## config.mk

```make
export PLATFORM = sky130hd
export DESIGN_NAME = lrelu_cfg_top
export DESIGN_NICKNAME = d
export VERILOG_FILES = /design/src/hdl/lrelu_cfg_pkg.sv /design/src/hdl/lrelu_data_pkg.sv /design/src/hdl/lrelu_beats_counter.sv /design/src/hdl/lrelu_reg_d.sv /design/src/hdl/lrelu_bram_a.sv /design/src/hdl/lrelu_bram_b.sv /design/src/hdl/lrelu_cfg_top.sv
export SDC_FILE = /design/constraint.sdc
export NUM_CORES = 2
export LEC_CHECK = 0
export BUFFER_PORTS_ARGS = -buffer_cell sky130_fd_sc_hd__buf_2
export CAP_MARGIN = 20
export CORE_ASPECT_RATIO = 0.75
export CORE_MARGIN = 2
export CORE_UTILIZATION = 48
export CTS_CLUSTER_SIZE = 16
export DETAILED_ROUTE_END_ITERATION = 8
export SLEW_MARGIN = 5
export SYNTH_ARGS = -nofsm -noshare
export SYNTH_HDL_FRONTEND = slang
export SYNTH_SLANG_ARGS = --single-unit
```

## constraint.sdc

```tcl
create_clock -name clk -period 6.1 [get_ports clk]
set_input_delay 0.915 -clock clk [delete_from_list [all_inputs] [get_ports clk]]
set_output_delay 0.915 -clock clk [all_outputs]
set_load 0.02 [all_outputs]
```

## src/hdl/lrelu_cfg_pkg.sv

```systemverilog
package lrelu_cfg_pkg;

  localparam int MEMBERS = 4;  // coefficient members per beat
  localparam int KW_MAX  = 7;  // largest kernel width, odd
  localparam int WORD_W  = 16;

  localparam int BITS_KW2   = $clog2(KW_MAX / 2 + 1);
  localparam int BITS_KH    = (KW_MAX > 1) ? $clog2(KW_MAX) : 1;  // mtb up to KW_MAX-1
  localparam int BITS_CLR_I = $clog2(KW_MAX / 2 + 1);

  function automatic int ceil_div(int num, int den);
    return (num + den - 1) / den;
  endfunction

  // beats in one BRAM B group, never zero
  function automatic int calc_beats_b(int clr_i, int kw2, int members);
    int beats;
    beats = ceil_div(2 * (kw2 - clr_i + 1), members);
    return (beats < 1) ? 1 : beats;
  endfunction

  function automatic int calc_beats_max(int kw_max, int members);
    int best;
    best = 0;
    for (int k = 0; k <= kw_max / 2; k++) begin
      if (ceil_div(2 * k + 1, 2) > best) begin  // BRAM A group
        best = ceil_div(2 * k + 1, 2);
      end
      for (int c = 0; c <= k; c++) begin
        if (calc_beats_b(c, k, members) > best) begin
          best = calc_beats_b(c, k, members);
        end
      end
    end
    return best + 1;
  endfunction

  localparam int BITS_W_ADDR = $clog2(calc_beats_max(KW_MAX, MEMBERS));

  typedef enum logic [1:0] {
    W_IDLE   = 2'd0,
    W_REG_D  = 2'd1,
    W_BRAM_A = 2'd2,
    W_BRAM_B = 2'd3
  } w_sel_e;

endpackage

```

## src/hdl/lrelu_data_pkg.sv

```systemverilog
package lrelu_data_pkg;

  typedef logic [lrelu_cfg_pkg::WORD_W-1:0] cfg_word_t;

  typedef struct packed {
    logic                                     en;
    lrelu_cfg_pkg::w_sel_e                    sel;
    logic [lrelu_cfg_pkg::BITS_CLR_I-1:0]     clr_i;
    logic [lrelu_cfg_pkg::BITS_KH-1:0]        mtb;
    logic [lrelu_cfg_pkg::BITS_W_ADDR-1:0]    w_addr;
    cfg_word_t                                data;
  } wr_cmd_t;

  typedef struct packed {
    logic [lrelu_cfg_pkg::WORD_W-lrelu_cfg_pkg::WORD_W/2-1:0] alpha;  // upper half
    logic [lrelu_cfg_pkg::WORD_W/2-1:0]                       shift;  // lower half
  } d_param_t;

  // read address layout used by BRAM B
  typedef struct packed {
    logic [lrelu_cfg_pkg::BITS_CLR_I-1:0]  clr_i;
    logic [lrelu_cfg_pkg::BITS_KH-1:0]     mtb;
    logic [lrelu_cfg_pkg::BITS_W_ADDR-1:0] beat;
  } bram_b_addr_t;

  typedef struct packed {
    logic                             en;
    lrelu_cfg_pkg::w_sel_e            sel;
    logic [$bits(bram_b_addr_t)-1:0]  addr;
  } rd_req_t;

  typedef struct packed {
    logic      valid;
    cfg_word_t data;
  } rd_rsp_t;

endpackage

```

## src/hdl/lrelu_beats_counter.sv

```systemverilog
`timescale 1ns/1ps

module lrelu_beats_counter #(
  parameter int KW_MAX  = lrelu_cfg_pkg::KW_MAX,
  parameter int MEMBERS = lrelu_cfg_pkg::MEMBERS
) (
  input  logic                               clk,
  input  logic                               rst_n_i,
  input  logic                               en_i,
  input  logic [lrelu_cfg_pkg::BITS_KW2-1:0] kw2_i,
  input  lrelu_data_pkg::cfg_word_t          cfg_data_i,
  output lrelu_data_pkg::wr_cmd_t            wr_o,
  output logic                               full_o
);
  import lrelu_cfg_pkg::*;
  import lrelu_data_pkg::*;

  localparam int KW2_MAX = KW_MAX / 2;

  w_sel_e                 w_sel_q;
  w_sel_e                 w_sel_d;
  logic [BITS_CLR_I-1:0]  clr_i_q;
  logic [BITS_KH-1:0]     mtb_q;
  logic [BITS_W_ADDR-1:0] w_addr_q;

  logic clr_i_last;
  logic mtb_last;
  logic a_last;
  logic b_last;
  logic en_w_addr;
  logic en_mtb;
  logic en_clr_i;
  logic en_w_sel;

  // last beat index per group, indexed by kw2 (and clr_i for BRAM B)
  logic [BITS_W_ADDR-1:0] lut_a [KW2_MAX+1];
  logic [BITS_W_ADDR-1:0] lut_b [KW2_MAX+1][KW2_MAX+1];

  for (genvar k = 0; k <= KW2_MAX; k++) begin : g_lut_kw2
    assign lut_a[k] = BITS_W_ADDR'(ceil_div(2 * k + 1, 2) - 1);
    for (genvar c = 0; c <= KW2_MAX; c++) begin : g_lut_clr
      if (c <= k) begin : g_used
        assign lut_b[k][c] = BITS_W_ADDR'(calc_beats_b(c, k, MEMBERS) - 1);
      end else begin : g_unused
        assign lut_b[k][c] = '0;  // clr_i never passes kw2
      end
    end
  end

  assign clr_i_last = clr_i_q == kw2_i;
  assign mtb_last   = mtb_q == BITS_KH'({clr_i_q, 1'b0});  // rows 0..2*clr_i
  assign a_last     = (w_sel_q == W_BRAM_A) && (w_addr_q == lut_a[kw2_i]);
  assign b_last     = (w_sel_q == W_BRAM_B) && (w_addr_q == lut_b[kw2_i][clr_i_q]);

  assign full_o = en_i && b_last && mtb_last && clr_i_last;

  // inner counters gate the outer ones
  assign en_w_addr = en_i && (w_sel_q != W_REG_D);
  assign en_mtb    = en_w_addr && b_last;
  assign en_clr_i  = en_mtb && mtb_last;

  always_comb begin
    case (w_sel_q)
      W_REG_D:  w_sel_d = W_BRAM_A;
      W_BRAM_A: w_sel_d = W_BRAM_B;
      W_BRAM_B: w_sel_d = W_REG_D;
      default:  w_sel_d = W_REG_D;
    endcase
  end

  always_comb begin
    case (w_sel_q)
      W_REG_D:  en_w_sel = en_i;  // D is a single beat
      W_BRAM_A: en_w_sel = en_w_addr && a_last;
      W_BRAM_B: en_w_sel = en_clr_i && clr_i_last;
      default:  en_w_sel = 1'b0;
    endcase
  end

  always_ff @(posedge clk or negedge rst_n_i) begin
    if (!rst_n_i) begin
      w_sel_q  <= W_REG_D;
      clr_i_q  <= '0;
      mtb_q    <= '0;
      w_addr_q <= '0;
    end else begin
      if (en_w_sel) begin
        w_sel_q <= w_sel_d;
      end
      if (en_clr_i) begin
        clr_i_q <= clr_i_last ? '0 : clr_i_q + 1'b1;
      end
      if (en_mtb) begin
        mtb_q <= mtb_last ? '0 : mtb_q + 1'b1;
      end
      if (en_w_addr) begin
        w_addr_q <= (a_last || b_last) ? '0 : w_addr_q + 1'b1;
      end
    end
  end

  always_comb begin
    wr_o.en     = en_i;
    wr_o.sel    = w_sel_q;
    wr_o.clr_i  = clr_i_q;
    wr_o.mtb    = mtb_q;
    wr_o.w_addr = w_addr_q;
    wr_o.data   = cfg_data_i;
  end

  a_no_idle: assert property (@(posedge clk) disable iff (!rst_n_i)
    w_sel_q != W_IDLE);

  // kw2_i is held for the whole frame
  a_clr_range: assert property (@(posedge clk) disable iff (!rst_n_i)
    clr_i_q <= kw2_i);

  a_full_in_b: assert property (@(posedge clk) disable iff (!rst_n_i)
    full_o |-> w_sel_q == W_BRAM_B);

endmodule

```

## src/hdl/lrelu_reg_d.sv

```systemverilog
`timescale 1ns/1ps

module lrelu_reg_d #(
  parameter int WORD_W = lrelu_cfg_pkg::WORD_W
) (
  input  logic                     clk,
  input  logic                     rst_n_i,
  input  lrelu_data_pkg::wr_cmd_t  wr_i,
  input  lrelu_data_pkg::rd_req_t  rd_req_i,
  output lrelu_data_pkg::d_param_t d_o,
  output lrelu_data_pkg::rd_rsp_t  rd_rsp_o
);
  import lrelu_cfg_pkg::*;
  import lrelu_data_pkg::*;

  localparam int SHIFT_W = WORD_W / 2;

  d_param_t d_q;
  logic     rd_valid_q;

  always_ff @(posedge clk or negedge rst_n_i) begin
    if (!rst_n_i) begin
      d_q        <= '0;
      rd_valid_q <= 1'b0;
    end else begin
      if (wr_i.en && (wr_i.sel == W_REG_D)) begin
        d_q.shift <= wr_i.data[SHIFT_W-1:0];
        d_q.alpha <= wr_i.data[WORD_W-1:SHIFT_W];
      end
      rd_valid_q <= rd_req_i.en && (rd_req_i.sel == W_REG_D);  // address ignored
    end
  end

  assign d_o = d_q;

  // zero when idle so the top can OR the answers
  assign rd_rsp_o.valid = rd_valid_q;
  assign rd_rsp_o.data  = rd_valid_q ? d_q : '0;

endmodule

```

## src/hdl/lrelu_bram_a.sv

```systemverilog
`timescale 1ns/1ps

module lrelu_bram_a #(
  parameter int KW_MAX = lrelu_cfg_pkg::KW_MAX,
  parameter int WORD_W = lrelu_cfg_pkg::WORD_W
) (
  input  logic                    clk,
  input  logic                    rst_n_i,
  input  lrelu_data_pkg::wr_cmd_t wr_i,
  input  lrelu_data_pkg::rd_req_t rd_req_i,
  output lrelu_data_pkg::rd_rsp_t rd_rsp_o
);
  import lrelu_cfg_pkg::*;
  import lrelu_data_pkg::*;

  localparam int DEPTH  = (KW_MAX + 1) / 2;  // ceil(KW_MAX/2) beats
  localparam int ADDR_W = (DEPTH > 1) ? $clog2(DEPTH) : 1;

  logic [WORD_W-1:0] mem [DEPTH];
  logic [WORD_W-1:0] rd_data_q;
  logic              rd_valid_q;
  logic              wr_hit;
  logic              rd_hit;

  assign wr_hit = wr_i.en && (wr_i.sel == W_BRAM_A);
  assign rd_hit = rd_req_i.en && (rd_req_i.sel == W_BRAM_A);

  always_ff @(posedge clk) begin
    if (wr_hit) begin
      mem[wr_i.w_addr[ADDR_W-1:0]] <= wr_i.data;
    end
    if (rd_hit) begin
      rd_data_q <= mem[rd_req_i.addr[ADDR_W-1:0]];  // beat in low bits
    end
  end

  always_ff @(posedge clk or negedge rst_n_i) begin
    if (!rst_n_i) begin
      rd_valid_q <= 1'b0;
    end else begin
      rd_valid_q <= rd_hit;
    end
  end

  assign rd_rsp_o.valid = rd_valid_q;
  assign rd_rsp_o.data  = rd_valid_q ? rd_data_q : '0;

  // counter limits must keep BRAM A writes in range
  a_wr_range: assert property (@(posedge clk) disable iff (!rst_n_i)
    wr_hit |-> int'(wr_i.w_addr) <= DEPTH - 1);

endmodule

```

## src/hdl/lrelu_bram_b.sv

```systemverilog
`timescale 1ns/1ps

module lrelu_bram_b #(
  parameter int KW_MAX  = lrelu_cfg_pkg::KW_MAX,
  parameter int MEMBERS = lrelu_cfg_pkg::MEMBERS,
  parameter int WORD_W  = lrelu_cfg_pkg::WORD_W
) (
  input  logic                    clk,
  input  logic                    rst_n_i,
  input  lrelu_data_pkg::wr_cmd_t wr_i,
  input  lrelu_data_pkg::rd_req_t rd_req_i,
  output lrelu_data_pkg::rd_rsp_t rd_rsp_o
);
  import lrelu_cfg_pkg::*;
  import lrelu_data_pkg::*;

  localparam int CLR_N   = KW_MAX / 2 + 1;
  localparam int MTB_N   = KW_MAX;
  localparam int BEATS_N = calc_beats_max(KW_MAX, MEMBERS);
  localparam int DEPTH   = CLR_N * MTB_N * BEATS_N;
  localparam int ADDR_W  = (DEPTH > 1) ? $clog2(DEPTH) : 1;

  logic [WORD_W-1:0] mem [DEPTH];
  logic [WORD_W-1:0] rd_data_q;
  logic              rd_valid_q;
  logic              wr_hit;
  logic              rd_hit;
  bram_b_addr_t      rd_addr;
  logic [ADDR_W-1:0] wr_lin;
  logic [ADDR_W-1:0] rd_lin;

  // row-major over clr_i, mtb, beat
  function automatic logic [ADDR_W-1:0] lin_addr(
    input logic [BITS_CLR_I-1:0]  clr_i,
    input logic [BITS_KH-1:0]     mtb,
    input logic [BITS_W_ADDR-1:0] beat
  );
    return ADDR_W'((int'(clr_i) * MTB_N + int'(mtb)) * BEATS_N + int'(beat));
  endfunction

  assign wr_hit  = wr_i.en && (wr_i.sel == W_BRAM_B);
  assign rd_hit  = rd_req_i.en && (rd_req_i.sel == W_BRAM_B);
  assign rd_addr = bram_b_addr_t'(rd_req_i.addr);
  assign wr_lin  = lin_addr(wr_i.clr_i, wr_i.mtb, wr_i.w_addr);
  assign rd_lin  = lin_addr(rd_addr.clr_i, rd_addr.mtb, rd_addr.beat);

  always_ff @(posedge clk) begin
    if (wr_hit) begin
      mem[wr_lin] <= wr_i.data;
    end
    if (rd_hit) begin
      rd_data_q <= mem[rd_lin];
    end
  end

  always_ff @(posedge clk or negedge rst_n_i) begin
    if (!rst_n_i) begin
      rd_valid_q <= 1'b0;
    end else begin
      rd_valid_q <= rd_hit;
    end
  end

  assign rd_rsp_o.valid = rd_valid_q;
  assign rd_rsp_o.data  = rd_valid_q ? rd_data_q : '0;

  // fill rows for a clear index stop at 2*clr_i
  a_mtb_range: assert property (@(posedge clk) disable iff (!rst_n_i)
    wr_hit |-> int'(wr_i.mtb) <= 2 * int'(wr_i.clr_i));

endmodule

```

## src/hdl/lrelu_cfg_top.sv

```systemverilog
`timescale 1ns/1ps

module lrelu_cfg_top #(
  parameter int KW_MAX  = lrelu_cfg_pkg::KW_MAX,
  parameter int MEMBERS = lrelu_cfg_pkg::MEMBERS,
  parameter int WORD_W  = lrelu_cfg_pkg::WORD_W
) (
  input  logic                               clk,
  input  logic                               rst_n_i,
  input  logic                               cfg_en_i,
  input  lrelu_data_pkg::cfg_word_t          cfg_data_i,
  input  logic [lrelu_cfg_pkg::BITS_KW2-1:0] kw2_i,
  input  lrelu_data_pkg::rd_req_t            rd_req_i,
  output logic                               full_o,
  output lrelu_data_pkg::d_param_t           d_o,
  output lrelu_data_pkg::rd_rsp_t            rd_rsp_o
);
  import lrelu_data_pkg::*;

  wr_cmd_t wr;
  rd_rsp_t rsp_d;
  rd_rsp_t rsp_a;
  rd_rsp_t rsp_b;

  lrelu_beats_counter #(
    .KW_MAX  (KW_MAX),
    .MEMBERS (MEMBERS)
  ) u_counter (
    .clk        (clk),
    .rst_n_i    (rst_n_i),
    .en_i       (cfg_en_i),
    .kw2_i      (kw2_i),
    .cfg_data_i (cfg_data_i),
    .wr_o       (wr),
    .full_o     (full_o)
  );

  lrelu_reg_d #(
    .WORD_W (WORD_W)
  ) u_reg_d (
    .clk      (clk),
    .rst_n_i  (rst_n_i),
    .wr_i     (wr),
    .rd_req_i (rd_req_i),
    .d_o      (d_o),
    .rd_rsp_o (rsp_d)
  );

  lrelu_bram_a #(
    .KW_MAX (KW_MAX),
    .WORD_W (WORD_W)
  ) u_bram_a (
    .clk      (clk),
    .rst_n_i  (rst_n_i),
    .wr_i     (wr),
    .rd_req_i (rd_req_i),
    .rd_rsp_o (rsp_a)
  );

  lrelu_bram_b #(
    .KW_MAX  (KW_MAX),
    .MEMBERS (MEMBERS),
    .WORD_W  (WORD_W)
  ) u_bram_b (
    .clk      (clk),
    .rst_n_i  (rst_n_i),
    .wr_i     (wr),
    .rd_req_i (rd_req_i),
    .rd_rsp_o (rsp_b)
  );

  assign rd_rsp_o = rsp_d | rsp_a | rsp_b;  // only the selected block answers

endmodule

```

-- Word level (Yosys, flattened, before mapping)
Memories as Yosys holds them, arrays and structs flattened. A register that Yosys moved wholly into a read port is not among the register bits.
Cells that the tools add are included.
- add/sub/neg operators: 7
- $mul: 4
- divide/modulo/power cells: 0
- $lt $le $gt $ge: 2
- equality and inequality tests: 11
- shifts and indexed selects: 0
- multiplexer cells: 21
- bitwise operators: 4
- reduce and logical (&&, ||, !) cells: 17
- operators by type and width (operator ; number):
    $add 32x4->32 ; 2
    $mul 32x4->8 const B ; 2
    $mux 16 ; 3
    $or 17x17->17 ; 2
    $bmux 12 s2 ; 1
    $mux 12 ; 2
    $mux 3 ; 6
    $add 8x4->8 ; 2
    $logic_and 1x1->1 ; 16
    $bmux 3 s2 ; 2
    $mul 2x3->5 const B ; 2
    $eq 3x3->1 ; 3
    $eq 2x2->1 const B ; 4
    $add 3x1->3 const B ; 2
    $ge 3x3->1 const B ; 2
    $not 2->3 ; 2
    $eq 2x1->1 const B ; 2
    $mux 1 ; 4
    $pmux 2 s2 ; 1
    $pmux 1 s3 ; 1
    $add 2x1->2 const B ; 1
    $eq 2x2->1 ; 1
    $mux 2 ; 1
    $ne 2x1->1 const B ; 1
    $logic_or 1x1->1 ; 1
- register bits after elaboration: 29
- latch bits: 0
- RAM bits: 2304
- memory bits (read-only): 0
- bits of input ports: 32
- output and inout bits: 34
- word-level logic and storage cells: 77
- memories kept: 2
- memories (memory ; depth ; bits a word ; rd ports ; clocked after memory_dff ; write ports ; RTL line ; source):
    u_bram_b.mem ; 140 ; 16 ; 1 ; 1 ; 1 ; lrelu_bram_b.sv:23 ; logic [WORD_W-1:0] mem [DEPTH];
    u_bram_a.mem ; 4 ; 16 ; 1 ; 1 ; 1 ; lrelu_bram_a.sv:19 ; logic [WORD_W-1:0] mem [DEPTH];

-- Longest topological paths before layout
- depth after elaboration: 13
- mapped depth: 21
- mapped depth without buffers: 18

-- By module
Synthesis repeated with hierarchy kept, for this count alone.
- cells, all modules: 4283
- area total of the unflattened synthesis: 92711.4 um2
- modules (own cells, without submodules) (module ; times used ; cells each ; area each (um2) ; seq. area each (um2)):
    lrelu_bram_b ; 1 ; 3994 ; 87969.4 ; 67770.0
    lrelu_bram_a ; 1 ; 126 ; 3007.9 ; 2427.3
    lrelu_beats_counter ; 1 ; 91 ; 834.6 ; 251.5
    lrelu_reg_d ; 1 ; 55 ; 793.3 ; 425.4
    lrelu_cfg_top ; 1 ; 17 ; 106.4 ; 0.0

-- Least setup slack after synthesis
No wires, ideal clock.
- path kind: input to register
- start: in rd_req_i[6] (netlist bit)
- end: reg u_bram_b.rd_data_q[0], read port of u_bram_b.mem (data pin)
- setup time: 0.275 ns
- arrival: 4.739 ns
- required time: 5.825 ns
- setup slack: 1.086 ns
- cell stages on the path: 18
- path buffers: 1
- cells stage by stage: inv_1 > ha_1 > ha_1 > a21o_1 > a21oi_1 > xnor2_1 > ha_1 > ha_1 > ha_1 > a21o_1 > a21oi_2 > xnor2_2 > buf_2 > mux4_2 > mux2i_1 > nor2_1 > a21oi_1 > o221ai_1
- word-level cells in the longest chain between the ends: 4
- ends and longest elaborated chain (what ; RTL line ; source):
    start, declared ; lrelu_cfg_top.sv:13 ; input lrelu_data_pkg::rd_req_t rd_req_i,
    $mul 2x3->5 ; lrelu_bram_b.sv:38 ; return ADDR_W'((int'(clr_i) * MTB_N + int'(mtb)) * BEATS_N + int'(beat));
    $add 32x4->32 ; lrelu_bram_b.sv:38 ;
    $mul 32x4->8 ; lrelu_bram_b.sv:38 ;
    $add 8x4->8 ; lrelu_bram_b.sv:38 ;
    end, declared ; lrelu_bram_b.sv:24 ; logic [WORD_W-1:0] rd_data_q;
Every way passes these cells.
A chain may end at the register's enable or synchronous reset.

-- Worst setup path in the final report
- start: reg u_counter.clr_i_q[0]
- end: mem u_bram_b.mem[71][8] (enable)
- word-level cells in the longest chain between the ends: 4
- ends and longest elaborated chain (what ; RTL line ; source):
    start, declared ; lrelu_beats_counter.sv:22 ; logic [BITS_CLR_I-1:0] clr_i_q;
    start signal, assigned ; lrelu_beats_counter.sv:91 ; clr_i_q <= clr_i_last ? '0 : clr_i_q + 1'b1;
    $mul 2x3->5 ; lrelu_bram_b.sv:38 ;
    $add 32x4->32 ; lrelu_bram_b.sv:38 ;
    $mul 32x4->8 ; lrelu_bram_b.sv:38 ;
    $add 8x4->8 ; lrelu_bram_b.sv:38 ;
    end, declared ; lrelu_bram_b.sv:23 ;
Every way passes these cells.

==> impl_metrics.tcl <==
set metrics [dict create \
    cts_buffers 212 \
    crit_chain "inv_1, ha_1, inv_1, fa_1, xnor2_1, ha_1, ha_1, fa_1, a21o_1, a21oi_1, o21bai_1, a21oi_1, xnor2_1, nor2_1, nand2_1, nor2_1, buf_12" \
    grt_first_pass_wirelength_um 349000 \
    p_clk_frac 0.309 \
    cpLargestDelayFamily "adder cells" \
    status "finished, final reports clean" \
    worst_slack_ns 0.540 \
    cts.sinks 2365 \
    yosys.area_share.adder 0.00857 \
    seqPwrFrac 0.417 \
    slew_violations 0 \
    path_clk_slew_ns 0.07 \
    rsz0062_at_grt "no" \
    regArea_um2 70900 \
    yosys.cell_types.count 74 \
    tightest_slew_ns 1.22 \
    synth-async-reset-ratio 0.0123 \
    intPower_mw 29.7 \
    drtIter0Drc 7125 \
    crit_arrival_ns 6.11 \
    grt_pass1_vias 43900 \
    tns_ns 0 \
    ys_seq_area_frac 0.766 \
    cap_violations 0 \
    ir_drop_mv 0.545 \
    syn2layout_area_growth_pct 13.7 \
    die_h_um 384 \
    gp_congestion 0.950 \
    synth_enable_flop_cells 2336 \
    die_w_um 511 \
    routed_wl_um 249000 \
    synth_top_family_by_area "multiplexers" \
    path_buf_inv 3 \
    cpMostUsedCell "ha_1" \
    cp_max_fo 12 \
    drc 0 \
    critPathRequiredTime_ns 6.65 \
    synth_compound_area_frac 0.0191 \
    hold_viol 0 \
    post_cts_buffers 0 \
    antenna_found_initial 9 \
    avgSynthCellArea_um2 21.8 \
    drtAntennaViolNets 0 \
    syn_area_um2 92500 \
    yosysWarnings 0 \
    design.core.area_um2 191000 \
    cts_buffer_depth 3 \
    cts_tree "done" \
    cts.repair.resized 0 \
    synthXorXnorAreaFrac 0.00360 \
    power_density_nw_per_um2 410 \
    yosysTopAreaCellShare 0.758 \
    skew_ns 0.0376 \
    via_per_inst 6.29 \
    fmax_mhz 180 \
    fillers 14400 \
    drive_gt1_frac 0.300 \
    setup_viol 0 \
    max_stage_delay_ns 0.64 \
    synth_cells 4235 \
    period_share 0.911 \
    io_buffers 65 \
    ys_ff_latch 2365 \
    ctsHoldBuffers 0 \
    path_class "register to register" \
    power.leakage_nw 33.8 \
    ios 66 \
    final_core_util 0.549 \
    layout.cells.non_filler 7358 \
    wl_per_cell_um 33.8 \
    crit_path_end_kind "register" \
    relSlewSlack 0.185 \
    vias 46300 \
    rows 139 \
    fin_crit_ns 5.56 \
    track_usage 0.253 \
    synth_top_area_cell "edfxtp_1" \
    preCtsSetupSlack_ns -0.0304 \
    firstDrtPassIters 5 \
    grt.overflow.total 0 \
    cp_slowest_cell "nor2_1" \
    cts_htree_levels 4 \
    cts_root_buf "clkbuf_16" \
    p_comb_frac 0.274 \
    layout.nets 4728 \
    p_sw_mw 13.5 \
    cp-start-kind "register" \
    start_util 0.483 \
    hp-class "input port to asynchronous set/reset pin" \
    dp.cells 6959 \
    clkLatencyLatePin_ns 0.86 \
    dp.final_hpwl_um 157000 \
    grt_max_degree 99 \
    die-area_um2 196000 \
    synth-simple-area-share 0.0248 \
    synth_area_leaders "edfxtp_1, mux4_2, mux2i_1" \
    ys.flop_type "edfxtp_1" \
    p_sw_frac 0.313 \
    synth_nets 4328 \
    multi_input_area_um2 20500 \
    yosys-mux-area-fraction 0.162 \
]
==> power by group through the flow <==
stage | registers (mW) | logic (mW) | clock network, mW
detailed placement | 18.4 | 11.6 | 0
global placement | 18.4 | 11.5 | 0
finish | 18.0 | 11.8 | 13.3
floorplan | 18.3 | 6.31 | 0
CTS | 18.0 | 11.6 | 13.5
global route | 18.0 | 12.2 | 14.1
==> cell usage after synthesis (11+ instances only) <==
cell,n
edfxtp_1,2336
mux4_2,608
nand2_1,218
nor2_1,181
mux2i_1,103
buf_2,81
ha_1,57
clkbuf_1,56
a21oi_1,48
nand3_1,45
inv_1,40
buf_6,38
a211oi_1,33
buf_4,32
o22ai_1,31
dfrtp_1,28
nand4_1,26
o221ai_1,22
mux2_2,19
o21ai_0,18
xnor2_1,18
a222oi_1,17
buf_1,15
and3_1,12
nor3_1,11
==> worst reg2reg max path, delay by kind of cell, from the launching register on <==
family                     cells  cell delay [ns]
AOI/OAI and AO/OA              4             0.79
xor gates and xnor gates       2             0.43
adders and majority gates      5             1.80
buffers and inverters          3             0.47
DFF                            1             0.50
and+or+nand+nor                3             1.28
==> final timing paths <==
kind | start | end | slack [ns] | cells past startpoint
worst min-delay path | rst_n_i | u_counter.mtb_q[0]$_DFFE_PN0P_ | 0.11 | 1
worst min register to register | u_counter.w_sel_q[0]$_DFFE_PN1P_ | u_counter.w_sel_q[0]$_DFFE_PN1P_ | 0.53 | 2
worst max-delay path | u_counter.clr_i_q[0]$_DFFE_PN0P_ | u_bram_b.mem[71][8]$_DFFE_PP_ | 0.54 | 17
min in group clk | rd_req_i[10] | u_reg_d.rd_valid_q$_DFF_PN0_ | 0.34 | 2
max in group asynchronous | rst_n_i | u_reg_d.d_o[3]$_DFFE_PN0P_ | 5.51 | 1
worst max register to register | u_counter.clr_i_q[0]$_DFFE_PN0P_ | u_bram_b.mem[71][8]$_DFFE_PP_ | 0.54 | 17
==> sequential cells by signal (all words and copies together), names as in the netlist, 2 cells and up <==
register / count
u_counter.clr_i_q: 2
u_bram_a.mem: 64
u_counter.w_addr_q: 3
u_counter.mtb_q: 3
u_reg_d.d_o: 16
u_bram_b.rd_data_q: 16
u_bram_b.mem: 2240
u_counter.w_sel_q: 2
u_bram_a.rd_data_q: 16
==> stage by stage <==
step	hold slack [ns]	instance area [um^2]	total power [mW]
2_1_floorplan	0.489	92500	24.6
3_3_place_gp	0.499	98300	29.9
3_5_place_dp	0.527	98300	29.9
4_1_cts	0.0856	105000	43.2
5_1_grt	0.122	105000	44.4
6_report	0.110	105000	43.2
==> layout by cell type (no fill, tap or decap), types with 26 or more instances in the layout <==
cell type / count
buf_4: 304
edfxtp_1: 2336
a21oi_1: 48
nor2_1: 80
buf_2: 49
nand2_1: 218
clkinv_2: 31
o22ai_1: 31
a211oi_1: 33
nor2_2: 101
nand4_1: 26
buf_12: 56
clkinv_1: 52
mux2i_1: 103
ha_1: 55
inv_1: 40
mux4_2: 608
clkbuf_1: 51
dfrtp_1: 28
clkbuf_16: 214
nand3_1: 45
==> final cells by class <==
class,count,share of cell area
Tap cell,2538,0.0302
Antenna cell,1,0.0000238
Multi-Input combinational cell,1607,0.194
Inverter,40,0.00143
Clock buffer,271,0.0535
Clock inverter,127,0.0117
Timing Repair Buffer,409,0.0347
Sequential cell,2365,0.674
==> metal layers <==
layer  part of all wire  vias to the layer above  GRT usage
met5           0.000056                        -          0
met4              0.021                        2     0.0590
met3               0.11                      302     0.0582
met2               0.43                     2476      0.355
met1               0.44                    25000      0.403
li1                   -                    18600          -
==> cell families after synthesis <==
group,count (synthesis)
AO/OA/AOI/OAI,248
AND/OR/NAND/NOR,535
flip-flops,2365
XOR/XNOR,32
adder cells (fa/ha/maj),61
buffers and inverters,263
multiplexers,731
No activity file was read; power rests on OpenSTA's default activity.
